<file path="src/lvdcPkg.sv">
package lvdcPkg;

    ///////////////////////////////
    // Word geometry
    ///////////////////////////////
    localparam int SYL_BITS  = 13;
    localparam int OP_BITS   = 4;
    localparam int ADDR_BITS = SYL_BITS - OP_BITS;
    localparam int WORD_BITS = 2 * SYL_BITS;
    localparam int MEM_WORDS = 1 << ADDR_BITS;

    ///////////////////////////////
    // Instruction set
    ///////////////////////////////
    localparam logic [OP_BITS-1:0] OP_HLT = 4'd0;
    localparam logic [OP_BITS-1:0] OP_CLA = 4'd1;
    localparam logic [OP_BITS-1:0] OP_ADD = 4'd2;
    localparam logic [OP_BITS-1:0] OP_SUB = 4'd3;
    localparam logic [OP_BITS-1:0] OP_AND = 4'd4;
    localparam logic [OP_BITS-1:0] OP_STO = 4'd5;
    localparam logic [OP_BITS-1:0] OP_TRA = 4'd6;

    // Sequencer FSM
    localparam logic [2:0] SEQ_IDLE   = 3'd0;
    localparam logic [2:0] SEQ_LOAD   = 3'd1;
    localparam logic [2:0] SEQ_DECODE = 3'd2;
    localparam logic [2:0] SEQ_WAIT   = 3'd3;
    localparam logic [2:0] SEQ_DROP   = 3'd4;

    // Arithmetic unit FSM
    localparam logic [2:0] ALU_IDLE  = 3'd0;
    localparam logic [2:0] ALU_FETCH = 3'd1;
    localparam logic [2:0] ALU_SYNC  = 3'd2;
    localparam logic [2:0] ALU_SHIFT = 3'd3;
    localparam logic [2:0] ALU_STORE = 3'd4;
    localparam logic [2:0] ALU_DONE  = 3'd5;

    typedef struct packed {
        logic [OP_BITS-1:0]   opcode;
        logic [ADDR_BITS-1:0] address;
    } lvdcSyllable_t;

    // Syllable 0 sits in the low half and runs first
    typedef union packed {
        logic [WORD_BITS-1:0]    data;
        lvdcSyllable_t [1:0]     syl;
    } lvdcWord_u;

endpackage

</file>
<file path="src/instructionSequencer.sv">
`timescale 1ns/1ps
`default_nettype none

module instructionSequencer
    import lvdcPkg::*;
(
    input  logic                 clk,
    input  logic                 rst,
    input  logic                 start,
    output logic                 halted,
    output logic                 ifetchReq,
    output logic [ADDR_BITS-1:0] ifetchAddr,
    input  logic                 ifetchAck,
    input  logic [WORD_BITS-1:0] ifetchRdata,
    output logic                 execReq,
    output logic [OP_BITS-1:0]   execOpcode,
    output logic [ADDR_BITS-1:0] execAddr,
    input  logic                 execAck
);

    logic [2:0]           state;
    logic [ADDR_BITS-1:0] pc;
    lvdcWord_u            curWord;
    lvdcWord_u            nextWord;
    logic                 nextValid;
    logic                 sylSel;
    logic                 discard;
    lvdcSyllable_t        curSyl;
    logic                 isHalt;
    logic                 wantFetch;
    logic                 inFlight;
    logic                 launch;

    assign curSyl = curWord.syl[sylSel];

    // Unassigned opcodes stop the machine just as HLT does
    assign isHalt = (curSyl.opcode == OP_HLT) || (curSyl.opcode > OP_TRA);

    // Prefetch runs alongside syllable 1
    assign wantFetch = (state == SEQ_LOAD) || (state != SEQ_IDLE && sylSel);
    assign inFlight  = ifetchReq && !ifetchAck;
    assign launch    = wantFetch && !ifetchReq && !ifetchAck && !nextValid;

    always_ff @(posedge clk) begin
        if (rst) begin
            state      <= SEQ_IDLE;
            pc         <= '0;
            sylSel     <= 1'b0;
            nextValid  <= 1'b0;
            discard    <= 1'b0;
            ifetchReq  <= 1'b0;
            ifetchAddr <= '0;
            execReq    <= 1'b0;
            execOpcode <= '0;
            execAddr   <= '0;
            halted     <= 1'b0;
        end else begin
            ///////////////////////////////
            // Fetch engine
            ///////////////////////////////
            if (ifetchReq && ifetchAck) begin
                ifetchReq     <= 1'b0;
                nextWord.data <= ifetchRdata;
                nextValid     <= !discard;
                discard       <= 1'b0;
            end else if (launch) begin
                ifetchReq  <= 1'b1;
                ifetchAddr <= pc;
                pc         <= pc + 1'b1;
            end

            ///////////////////////////////
            // Syllable control
            ///////////////////////////////
            case (state)
                SEQ_IDLE: begin
                    if (start) begin
                        pc        <= '0;
                        sylSel    <= 1'b0;
                        halted    <= 1'b0;
                        nextValid <= 1'b0;
                        discard   <= inFlight;
                        state     <= SEQ_LOAD;
                    end
                end
                SEQ_LOAD: begin
                    if (nextValid) begin
                        curWord   <= nextWord;
                        nextValid <= 1'b0;
                        sylSel    <= 1'b0;
                        state     <= SEQ_DECODE;
                    end
                end
                SEQ_DECODE: begin
                    if (isHalt) begin
                        halted <= 1'b1;
                        state  <= SEQ_IDLE;
                    end else if (curSyl.opcode == OP_TRA) begin
                        // Whatever the prefetch brings back is stale now
                        pc        <= curSyl.address;
                        nextValid <= 1'b0;
                        discard   <= inFlight || launch;
                        state     <= SEQ_LOAD;
                    end else begin
                        execReq    <= 1'b1;
                        execOpcode <= curSyl.opcode;
                        execAddr   <= curSyl.address;
                        state      <= SEQ_WAIT;
                    end
                end
                SEQ_WAIT: begin
                    if (execAck) begin
                        execReq <= 1'b0;
                        state   <= SEQ_DROP;
                    end
                end
                SEQ_DROP: begin
                    if (!execAck) begin
                        if (sylSel) begin
                            state <= SEQ_LOAD;
                        end else begin
                            sylSel <= 1'b1;
                            state  <= SEQ_DECODE;
                        end
                    end
                end
                default: begin
                    state <= SEQ_IDLE;
                end
            endcase
        end
    end

endmodule

`default_nettype wire

</file>
<file path="config.mk">
export PLATFORM = sky130hd
export DESIGN_NAME = instructionSequencer
export DESIGN_NICKNAME = d
export VERILOG_FILES = /design/src/lvdcPkg.sv /design/src/instructionSequencer.sv
export SDC_FILE = /design/constraint.sdc
export NUM_CORES = 1
export LEC_CHECK = 0
export BUFFER_PORTS_ARGS = -buffer_cell sky130_fd_sc_hd__buf_2
export CORE_ASPECT_RATIO = 1.2
export CORE_MARGIN = 10
export CORE_UTILIZATION = 55
export CTS_CLUSTER_SIZE = 24
export DETAILED_ROUTE_END_ITERATION = 8
export GPL_TIMING_DRIVEN = 0
export PLACE_DENSITY = 0.88
export REMOVE_ABC_BUFFERS = 1
export SYNTH_ARGS = -nofsm -noshare
export SYNTH_HDL_FRONTEND = slang
export SYNTH_SLANG_ARGS = --single-unit
</file>
<file path="constraint.sdc">
create_clock -name clk -period 3.9 [get_ports clk]
set_clock_uncertainty 0.1 [all_clocks]
set_input_delay 0.39 -clock clk [delete_from_list [all_inputs] [get_ports clk]]
set_output_delay 0.39 -clock clk [all_outputs]
set_load 0.03 [all_outputs]
</file>
Word level (Yosys, flattened, before mapping)
Index checks and enable logic that the tools add are counted.
Operators by class
  multipliers: 0
  shifts and indexed selects: 0
  muxes and demuxes: 37
  $lt $le $gt $ge: 2
  equal/unequal tests: 12
  reductions and logical operators: 28
  add/subtract/negate cells: 1
  divide/modulo/power cells: 0
  bitwise gates (word level): 4
Operator list (count)
  9-bit 2-to-1 mux: 5
  13-bit 2-to-1 mux: 2
  9-bit one-hot mux with 2 select lines: 1
  1-bit 2-to-1 mux: 16
  3-bit one-hot mux with 5 select lines: 1
  2-bit inequality test, second input constant: 7
  3-bit 2-to-1 mux: 4
  4-bit AND reduction: 3
  9-bit by 1-bit adder with 9-bit output, second input constant: 1
  3-bit AND reduction: 3
  3-bit by 2-bit equality test with 1-bit output, second input constant: 2
  1-bit logical AND: 6
  2-bit 2-to-1 mux: 3
  1-bit one-hot mux with 2 select lines: 3
  1-bit one-hot mux with 3 select lines: 2
  3-bit nonzero test: 2
  4-bit by 3-bit equality test with 1-bit output, second input constant: 1
  4-bit by 3-bit > comparator with 1-bit output, second input constant: 1
  1-bit zero test: 4
  4-bit zero test: 1
  1-bit NOT: 4
  2-bit AND reduction: 2
  2-bit nonzero test: 2
  3-bit by 1-bit equality test with 1-bit output, second input constant: 1
  5 further kinds: 7
Storage, ports and cells
  register bits: 92
  input bits: 31
  output and inout bits: 25
  memories: 0
  bits in latches: 0
  memory bits (writable): 0
  ROM bits: 0

Depth between registers and ports, before layout
Gate-level depths: netlist of the first run.
  word-level depth: 11
  gate-level depth with buffers: 8

Worst setup path after synthesis of the first run
OpenSTA, ideal clock, no wires.
  path kind: reg-to-reg
  start: register state[0]
  end: register curWord[0] (netlist bit), enable pin
  slack: 0.514 ns
  data required time: 3.353 ns
  period minus slack after synthesis: 3.386 ns
  arrival: 2.839 ns
  cell stages (with the launch flop): 4
  cells stage by stage: dfxtp_1 -> clkbuf_1 -> nor2b_1 -> nor3b_1
On the way
  word-level cells in the longest chain between the ends: 2
Ends and longest elaborated chain
  from (decl): RTL line instructionSequencer.sv:21  | logic [2:0] state;
  from (signal assigned): RTL line instructionSequencer.sv:46  | state <= SEQ_IDLE;
  from (signal assigned): RTL line instructionSequencer.sv:83  | state <= SEQ_LOAD;
  from (signal assigned): RTL line instructionSequencer.sv:91  | state <= SEQ_DECODE;
  3-bit by 1-bit equality test with 1-bit output: RTL line instructionSequencer.sv:75  | case (state)
  3-bit AND reduction (no source line)
  to (signal assigned): RTL line instructionSequencer.sv:88  | curWord <= nextWord;
  to (decl): RTL line instructionSequencer.sv:23  | lvdcWord_u curWord;
Every way passes these cells.
A chain may end at the register's enable or synchronous reset.

Worst setup path after layout of the first run
  start: register sylSel
  end: register execAddr[1]
On the way
  word-level cells in the longest chain between the ends: 6
Ends and longest elaborated chain
  from (decl): RTL line instructionSequencer.sv:26  | logic sylSel;
  from (signal assigned): RTL line instructionSequencer.sv:48  | sylSel <= 1'b0;
  from (signal assigned): RTL line instructionSequencer.sv:79  | sylSel <= 1'b0;
  from (signal assigned): RTL line instructionSequencer.sv:90  | sylSel <= 1'b0;
  13-bit 2-to-1 mux (implied by the code) (*) (2 in a row): RTL line instructionSequencer.sv:34  | assign curSyl = curWord.syl[sylSel];
  4-bit by 3-bit > comparator with 1-bit output / 4-bit zero test (equally long branches): RTL line instructionSequencer.sv:37  | assign isHalt = (curSyl.opcode == OP_HLT) || (curSyl.opcode > OP_TRA);
  1-bit logical OR: RTL line instructionSequencer.sv:37
  1-bit NOT (no source line)
  3-bit AND reduction (no source line)
  to (signal assigned): RTL line instructionSequencer.sv:107  | execAddr <= curSyl.address;
  to (decl): RTL line instructionSequencer.sv:17  | output logic [ADDR_BITS-1:0] execAddr,
Every way passes the cells marked *; elsewhere a longest branch is shown, timed or not. The select of a mux whose other input is x is not followed.

==> impl_results.md, run 1 <==
- Final count of hold timing violations: 0
- Count leader, synth: edfxtp_1
- Final worst path period share: 85.2%
- WHS: 0.0919 ns
- Fmax achieved: 0.301 GHz
- Filler cells: 510
- Setup Fix Bufs, Post-CTS: 0
- Cell Int Power: 1590 uW
- Global route overflow: 0
- Mapped Avg Cell Area: 12.8 um^2
- Number of global-route vias before repair: 2421
- Die height: 110 um
- Synth top area share: 42.3%
- Total Power: 2260 uW
- VDD IR max: 0.000345 V
- Placer Congestion: 0.791
- Critical R2R Capture: execAddr[1]
- Pwr/cell area: 534 mW/mm^2
- Ys Warns: 0
- Post-synth ARST share: 0%
- Min-delay worst type: in -> reg
- Resized cells post-CTS: 0
- Clk sinks: 92
- Clock Path Buffers: 2
- Hold Crit Start: ifetchRdata[19]
- Vias: 2355
- CTS Hold Bufs: 0
- Unrepaired setup endpoints after global routing: no
- GRT Overall Usage: 14.1%
- Hold depth: 1
- I/O Buffers: 55
- Worst slew pin tran: 1.25 ns
- CTS tree: yes
- Final Non-Filler Cells: 430
- Cell Area, Synth: 0.00369 mm^2
- P_leak: 0.00151 uW
- Placed wire-length estimate: 4840 um
- Vias per cell: 5.48
- Minimum clock period: 3.32 ns
- R2R cell count: 5
- First drt pass iteration count: 4
- Synth Register Bits: 92
- Status: complete, no violations
- Io pins: 56
- Sw power: 666 uW
- Initial core utilization: 56.9%
- Comb pwr share: 19.2%
- Cells after synthesis: 288
- Pin count of the biggest net entering global routing: 46
- Register area: 0.00236 mm^2
- Clk_lat worst skew: 0.37 ns
- Sequential share of power: 51.2%
- Crit path required time: 4.08 ns
- Register area share after synthesis: 64.0%
- Layout area overhead: 14.8%
- Sw Ratio: 29.5%
- Synth Flop Type: edfxtp_1
- Netlist cell types: 53
- Startpoint types: flop
- First-pass GRT wire length: 11400 um
- Wire length per cell: 16.1 um
- Drt drc: 0
- Synth cell count leaders: edfxtp_1, dfxtp_1, nor2_1
- R2R Setup Slk: 0.58 ns
- Diodes inserted: 0
- Multi-input logic area: 0.00123 mm^2
- Max Fanout on Critical Path: 26
- Max-cap violation count: 0
- Clk root buf: clkbuf_8
- Initial antenna violation count: 0
- Chip width: 94.8 um
- Final wirelength: 6930 um
- CP Capture Type: flop
- Post-Place Cells: 414
- Crit Path Class: reg -> reg
- Final Net Count: 372
- WP data arrival: 3.50 ns
- Initial DRC count: 164
- Num CTS Buffers: 9
- Clock power frac: 29.7%
- Max-slew violations: 0
- Yosys top cell by area: edfxtp_1
- Core area: 0.00649 mm^2
- Core Rows: 32
- H-Tree Level Count: 3
- Post-synth EDFFs: 52
- Fraction of layout cells with a size suffix above 1: 27.2%
- Die ar.: 0.0104 mm^2
- Slew Limit Headroom: 16.7%
- Area contributors post-synth: edfxtp_1, dfxtp_1, mux2i_1
- Reg clk slew, reported paths: 0.09 ns
- Final setup fails: 0
- Reg2reg start: sylSel
- Final antenna-violating net count: 0
- Hold EP: nextWord[19]
-- how the worst max path moves through the flow --
| stage | slack [ns] | startpoint | cells past startpoint | endpoint |
|---|---|---|---|---|
| global placement | -0.08 | rst | 2 | curWord[19] |
| CTS | 0.52 | sylSel | 5 | execAddr[2] |
| detailed placement | 0.56 | sylSel | 5 | execAddr[1] |
| global route | 0.21 | sylSel | 5 | execAddr[2] |
| floorplan | 0.63 | state[0] | 2 | curWord[0] |
| finish | 0.58 | sylSel | 5 | execAddr[1] |
-- layer usage --
| metal | track usage [%] | part of all wire, % | up-vias |
|---|---|---|---|
| li1 | - | - | 1177 |
| met1 | 15.7 | 41 | 1089 |
| met2 | 23.0 | 49 | 75 |
| met3 | 4.98 | 7.0 | 14 |
| met4 | 8.24 | 2.3 | 0 |
| met5 | 0 | 0 | - |
-- flip-flops by register name (all words and copies together), names as in the netlist --
| register | count |
|---|---|
| sylSel | 1 |
| nextWord | 26 |
| ifetchReq | 1 |
| halted | 1 |
| execOpcode | 4 |
| curWord | 26 |
| state | 3 |
| execReq | 1 |
| discard | 1 |
| ifetchAddr | 9 |
| nextValid | 1 |
| pc | 9 |
| execAddr | 9 |
-- power by group through the flow --
stage	sequential, uW	combinational, uW	clock, uW
after CTS	1160	433	684
after detailed placement	1180	431	0
after global routing	1170	475	723
after global placement	1170	412	0
final	1160	434	671
after floorplan	1190	300	0
-- placed cells by master (no fill, tap or decap), drive strengths merged, types with 5 or more instances in the layout --
master and n:
xor2 5, nor3b 5, clkbuf 12, o21ai 5
a211oi 12, mux2i 22, edfxtp 52, nor2 34
buf 57, dfxtp 40, nand4 5, a21oi 12
nand2b 7, nand2 12, nor3 6
-- critical path, stage by stage, from the launching register on --
cell and delay, ns:
dfxtp_1 0.99, or3b_1 0.48, a221oi_2 0.33, o2111a_1 0.98, nor2_1 0.11, a211oi_1 0.23
-- kinds of logic (layout without fill, tap and decap cells) --
family          count (synthesis)  after routing  synth area share [%]
flops                          92             92                  64.0
buf+inv                        18             75                  2.71
fa+ha+maj                       1              1                 0.339
compound gates                 57             57                  12.2
xor+xnor                        6              6                  1.42
simple gates                   92             92                  13.3
mux                            22             22                  5.97
-- cell type report --
cell class | instances | area share [%]
clock buffers | 12 | 4.43
clock inverters | 4 | 0.798
inverters | 2 | 0.177
multi-input cells | 178 | 29.2
flip-flops and latches | 92 | 55.8
well taps | 85 | 2.51
repair buffers | 57 | 7.12
-- stage by stage --
stage | area (um^2) | worst slack (ns) | TNS (ns) | utilization (%)
final | 4230 | 0.579 | 0 | 65.3
after global routing | 4230 | 0.212 | 0 | 65.3
after floorplan | 3600 | 0.635 | 0 | -
after detailed placement | 4010 | 0.565 | 0 | 61.9
after CTS | 4230 | 0.516 | 0 | 65.3
after global placement | 3980 | -0.0763 | -1.94 | 61.3
No activity file was read; power rests on OpenSTA's default activity.
==> inputs of run 2 (changes only) <==
--- a/config.mk
+++ b/config.mk
@@ -12,7 +12,8 @@
 export CTS_CLUSTER_SIZE = 24
 export DETAILED_ROUTE_END_ITERATION = 8
 export GPL_TIMING_DRIVEN = 0
-export PLACE_DENSITY = 0.88
+export HOLD_SLACK_MARGIN = 0.06
+export PLACE_DENSITY = 0.87
 export REMOVE_ABC_BUFFERS = 1
 export SYNTH_ARGS = -nofsm -noshare
 export SYNTH_HDL_FRONTEND = slang
==> impl_results.md, run 2 (synthesis results as in run 1) <==
- Status: complete, no violations
- Final worst path period share: 85.2% (about the same)
- Final worst-path setup slack: 0.577 ns (-0.00133 ns)
- Pin count of the biggest net entering global routing: 46 (unchanged)
- Final wirelength: 6630 um (-4.2%)
- Sw Ratio: 29.9% (+0.38 points)
- Layout area overhead: 13.8%
- Biggest regs: curWord: 26 flops, nextWord: 26 flops
- Finished Core Util: 64.7% (-0.56 points)
- Pwr/cell area: 520 mW/mm^2 (-2.7%)
- Initial antenna violation count: 0 (unchanged)
- Final setup fails: 0 (unchanged)
- First-pass GRT wire length: 10900 um (-4.1%)
- Die height: 110 um (unchanged)
- H-Tree Level Count: 3 (unchanged)
- Clock power frac: 27.1% (-2.6 points)
- Max-slew violations: 0 (unchanged)
- I/O Buffers: 55 (unchanged)
- Slew Limit Headroom: 20.6% (+3.9 points)
- R2R Setup Slk: 0.58 ns (about the same)
- Chip width: 94.8 um (unchanged)
- Clk sinks: 92 (unchanged)
- Max Fanout on Critical Path: 26 (unchanged)
- WP data arrival: 3.50 ns (about the same)
- Most frequent cells in the layout: buf_2, edfxtp_1, dfxtp_1, nor2_1, mux2i_1
- Setup Fix Bufs, Post-CTS: 0 (unchanged)
- Clock Path Buffers: 2 (unchanged)
- Sequential share of power: 53.1% (+1.9 points)
- Placed wire-length estimate: 4680 um (-3.4%)
- CTS Hold Bufs: 0 (unchanged)
- Fraction of layout cells with a size suffix above 1: 27.2% (unchanged)
- Worst slack at placement: 0.584 ns (+0.0190 ns)
- Max-cap violation count: 0 (unchanged)
- WHS: 0.0989 ns (+0.00698 ns)
- Minimum clock period: 3.32 ns (+0.00133 ns)
- Cell Int Power: 1530 uW (-4.0%)
- P_leak: 0.00150 uW (-0.65%)
- Vias: 2360 (+0.21%)
- Worst slew pin tran: 1.19 ns (-0.0582 ns)
- Comb pwr share: 19.8% (+0.6 points)
- Final antenna-violating net count: 0 (unchanged)
- Initial DRC count: 151 (-7.9%)
- Total Power: 2180 uW (-3.5%)
- Die ar.: 0.0104 mm^2 (unchanged)
- Commonest non-fill, non-tap cell in the layout: buf_2
- Global route overflow: 0 (unchanged)
- Diodes inserted: 0 (unchanged)
- Core Rows: 32 (unchanged)
- Crit Path Class: reg -> reg
- Min-delay worst type: in -> reg
- Sw power: 651 uW (-2.3%)
- Core area: 0.00649 mm^2 (unchanged)
- First drt pass iteration count: 4 (unchanged)
- Io pins: 56 (unchanged)
- Final Net Count: 372 (unchanged)
- Placer Congestion: 0.778 (-1.6%)
- Fmax achieved: 0.301 GHz (about the same)
- CTS tree: yes
- Reg clk slew, reported paths: 0.09 ns (about the same)
- Crit path required time: 4.08 ns (about the same)
- Wire length per cell: 15.4 um (-4.2%)
- Clk_lat worst skew: 0.36 ns (about the same)
- Unrepaired setup endpoints after global routing: no
- Initial core utilization: 56.9% (unchanged)
- Final count of hold timing violations: 0 (unchanged)
- GRT Overall Usage: 13.4% (-0.69 points)
- Resized cells post-CTS: 0 (unchanged)
- Vias per cell: 5.49 (+0.21%)
- Num CTS Buffers: 9 (unchanged)
- Clk root buf: clkbuf_8
- Filler cells: 495 (-2.9%)
- Number of global-route vias before repair: 2392 (-1.2%)
- Drt drc: 0 (unchanged)
- VDD IR max: 0.000316 V (-8.5%)
- CP Capture Type: flop
- Startpoint types: flop
run 2: per-stage QoR:
step                setup TNS, ns  std cells  cell area, um^2
floorplan                       0        272             3600
global placement            -1.85        412             3980
detailed placement              0        414             4010
CTS                             0        430             4200
global route                    0        430             4200
finish                          0        430             4200
run 2: power by group through the flow:
stage | Combinational [uW] | Sequential, uW | Clock [uW]
floorplan | 300 | 1190 | 0
global placement | 413 | 1170 | 0
detailed placement | 428 | 1180 | 0
CTS | 432 | 1160 | 604
global route | 472 | 1170 | 646
finish | 432 | 1160 | 592
run 2: worst max-delay path: stages, from the launching register on:
cell and delay [ns]:
dfxtp_1 1.04, or3b_1 0.48, a221oi_2 0.31, o2111a_1 0.98
nor2_1 0.07, a311oi_1 0.26
run 2: worst paths after layout:
path / depth (start not counted) / to / start
max: 5 / execReq / sylSel
min reg2reg: 0 / curWord[13] / nextWord[13]
max reg2reg: 5 / execReq / sylSel
min: 1 / nextWord[8] / ifetchRdata[8]
run 2: metal layers:
| layer | track usage, % | routed length, um |
|---|---|---|
| met1 | 15.2 | 2830 |
| met5 | 0 | 0 |
| met3 | 5.18 | 462 |
| met2 | 21.6 | 3170 |
| met4 | 7.07 | 163 |
run 2: layout make-up:
class                   instances  area (um^2)  share of cell area (%)
clock inverters                 5         33.8                   0.805
flip-flops and latches         92         2360                    56.3
inverters                       2         7.51                   0.179
well taps                      85          106                    2.53
multi-input cells             178         1230                    29.4
repair buffers                 57          302                    7.18
clock buffers                  11          151                    3.61
==> inputs of run 3 (changes only) <==
--- a/config.mk
+++ b/config.mk
@@ -14,6 +14,7 @@
 export GPL_TIMING_DRIVEN = 0
 export HOLD_SLACK_MARGIN = 0.06
 export PLACE_DENSITY = 0.87
+export RECOVER_POWER = 100
 export REMOVE_ABC_BUFFERS = 1
 export SYNTH_ARGS = -nofsm -noshare
 export SYNTH_HDL_FRONTEND = slang
==> impl_results.md, run 3 (synthesis results as in run 1) <==
- Resized cells post-CTS: 0 (unchanged)
- Drt drc: 0 (unchanged)
- Clk sinks: 92 (unchanged)
- Number of global-route vias before repair: 2392 (unchanged)
- Pin count of the biggest net entering global routing: 46 (unchanged)
- Hold Crit Start: ifetchRdata[8]
- H-Tree Level Count: 3 (unchanged)
- CTS Hold Bufs: 0 (unchanged)
- Hold depth: 1 (unchanged)
- Crit path required time: 4.01 ns (-0.07 ns)
- Reg2reg start: sylSel
- Chip width: 94.8 um (unchanged)
- Fraction of layout cells with a size suffix above 1: 16.8% (-10 points)
- Wire length per cell: 15.6 um (+1.1%)
- Critical R2R Capture: pc[3]
- Reg clk slew, reported paths: 0.09 ns (about the same)
- Final worst path period share: 86.2% (+0.98 points)
- WP data arrival: 3.47 ns (-0.03 ns)
- Io pins: 56 (unchanged)
- CP Capture Type: flop
- Clk_lat worst skew: 0.35 ns (about the same)
- Crit Path Class: reg -> reg
- Core Rows: 32 (unchanged)
- Biggest regs: curWord: 26 flops, nextWord: 26 flops
- Initial core utilization: 56.9% (unchanged)
- Unrepaired setup endpoints after global routing: no
- I/O Buffers: 55 (unchanged)
- Finished Core Util: 63.3% (-1.4 points)
- R2R Setup Slk: 0.54 ns (-0.04 ns)
- Slew Limit Headroom: -10.4% (-31 points)
- Die ar.: 0.0104 mm^2 (unchanged)
- Max Fanout on Critical Path: 23 (-12%)
- Clock Path Buffers: 2 (unchanged)
- R2R cell count: 5 (unchanged)
- Diodes inserted: 0 (unchanged)
- Fmax achieved: 0.298 GHz (-1.1%)
- Commonest non-fill, non-tap cell in the layout: edfxtp_1
- Layout area overhead: 11.2%
- P_leak: 0.00137 uW (-8.4%)
- Final wirelength: 6710 um (+1.1%)
- GRT Overall Usage: 13.4% (unchanged)
- Final setup fails: 0 (unchanged)
- First-pass GRT wire length: 10900 um (unchanged)
- Final antenna-violating net count: 0 (unchanged)
- Final Non-Filler Cells: 430 (unchanged)
- Placer Congestion: 0.778 (unchanged)
- VDD IR max: 0.000318 V (+0.63%)
- Failing checks: max-capacitance violations, max-slew violations
- Crit-path cells: o21ai_0, a211oi_2, nand4_1, xor2_1, o32ai_1
- Core area: 0.00649 mm^2 (unchanged)
- Hold EP: nextWord[8]
- Crit-path max cell delay: 1.09 ns (+0.05 ns)
- Num CTS Buffers: 9 (unchanged)
- Max-slew violations: 14 (+14)
- Status: finished, violations left
- Vias: 2376 (+0.68%)
- Pwr/cell area: 528 mW/mm^2 (+1.5%)
- Max-cap violation count: 1 (+1)
- First drt pass iteration count: 5 (+1)
- Clk root buf: clkbuf_8
- Startpoint types: flop
- Minimum clock period: 3.36 ns (+0.0381 ns)
- Most frequent cells in the layout: edfxtp_1, dfxtp_1, buf_2, nor2_1, clkbuf_1
- Worst slew pin tran: 1.65 ns (+0.463 ns)
- Multi-input logic area: 0.00119 mm^2 (-3.5%)
- Register area: 0.00236 mm^2 (unchanged)
- Filler cells: 520 (+5.1%)
- Vias per cell: 5.53 (+0.68%)
- Critical Path Slowest Stage Cell: a211oi_2
- CTS tree: yes
- Final count of hold timing violations: 0 (unchanged)
- Final Net Count: 372 (unchanged)
- Placed wire-length estimate: 4680 um (unchanged)
- Global route overflow: 0 (unchanged)
- Post-Place Cells: 414 (unchanged)
- Initial DRC count: 125 (-17%)
- Initial antenna violation count: 0 (unchanged)
- Setup Fix Bufs, Post-CTS: 0 (unchanged)
- Die height: 110 um (unchanged)
- Min-delay worst type: in -> reg
[run 3: cell types whose count changed in the layout (fill, tap and decap cells not counted), sizes merged]
cell	before	now
buf	57	30
clkbuf	11	38
[run 3: area by class of cell]
type	count	share of cell area [%]
Clock buffer	11	3.69
Clock inverter	5	0.823
Inverter	2	0.183
Multi-Input combinational cell	178	29.0
Sequential cell	92	57.6
Tap cell	85	2.59
Timing Repair Buffer	57	6.13
[run 3: how the worst max path moves through the flow]
| stage | cells after the start | end | startpoint | slack [ns] |
|---|---|---|---|---|
| 6_report | 5 | pc[3] | sylSel | 0.54 |
| 5_1_grt | 5 | pc[3] | sylSel | 0.20 |
| 4_1_cts | 5 | execReq | sylSel | 0.56 |
| 3_5_place_dp | 5 | execReq | sylSel | 0.58 |
| 3_3_place_gp | 2 | curWord[19] | rst | -0.07 |
| 2_1_floorplan | 2 | curWord[0] | state[0] | 0.63 |
[run 3: worst max-delay path, delay by kind of cell (launching register included)]
kind,cells,cell delay [ns]
AO/OA/AOI/OAI,3,1.69
XOR/XNOR,1,0.19
flip-flops,1,1.02
AND/OR/NAND/NOR,1,0.21
[run 3: where the power goes]
part | internal, uW | total [uW] | switching (uW)
Combinational | 185 | 417 | 232
Sequential | 1070 | 1160 | 91.1
Clock | 268 | 589 | 321
Total | 1520 | 2160 | 644
[run 3: metrics by stage]
step | hold slack (ns) | TNS, ns | worst slack [ns] | total power [uW] | instance area, um^2
finish | 0.102 | 0 | 0.539 | 2160 | 4100
global route | 0.0801 | 0 | 0.202 | 2270 | 4100
CTS | 0.0830 | 0 | 0.563 | 2190 | 4200
detailed placement | 0.305 | 0 | 0.584 | 1610 | 4010
global placement | 0.302 | -1.85 | -0.0731 | 1590 | 3980
floorplan | 0.300 | 0 | 0.635 | 1490 | 3600
[run 3: routing by layer]
| layer | share of wire [%] | global-route usage (%) |
|---|---|---|
| met1 | 42 | 15.2 |
| met2 | 48 | 21.6 |
| met3 | 7.6 | 5.18 |
| met4 | 2.0 | 7.07 |
| met5 | 0 | 0 |
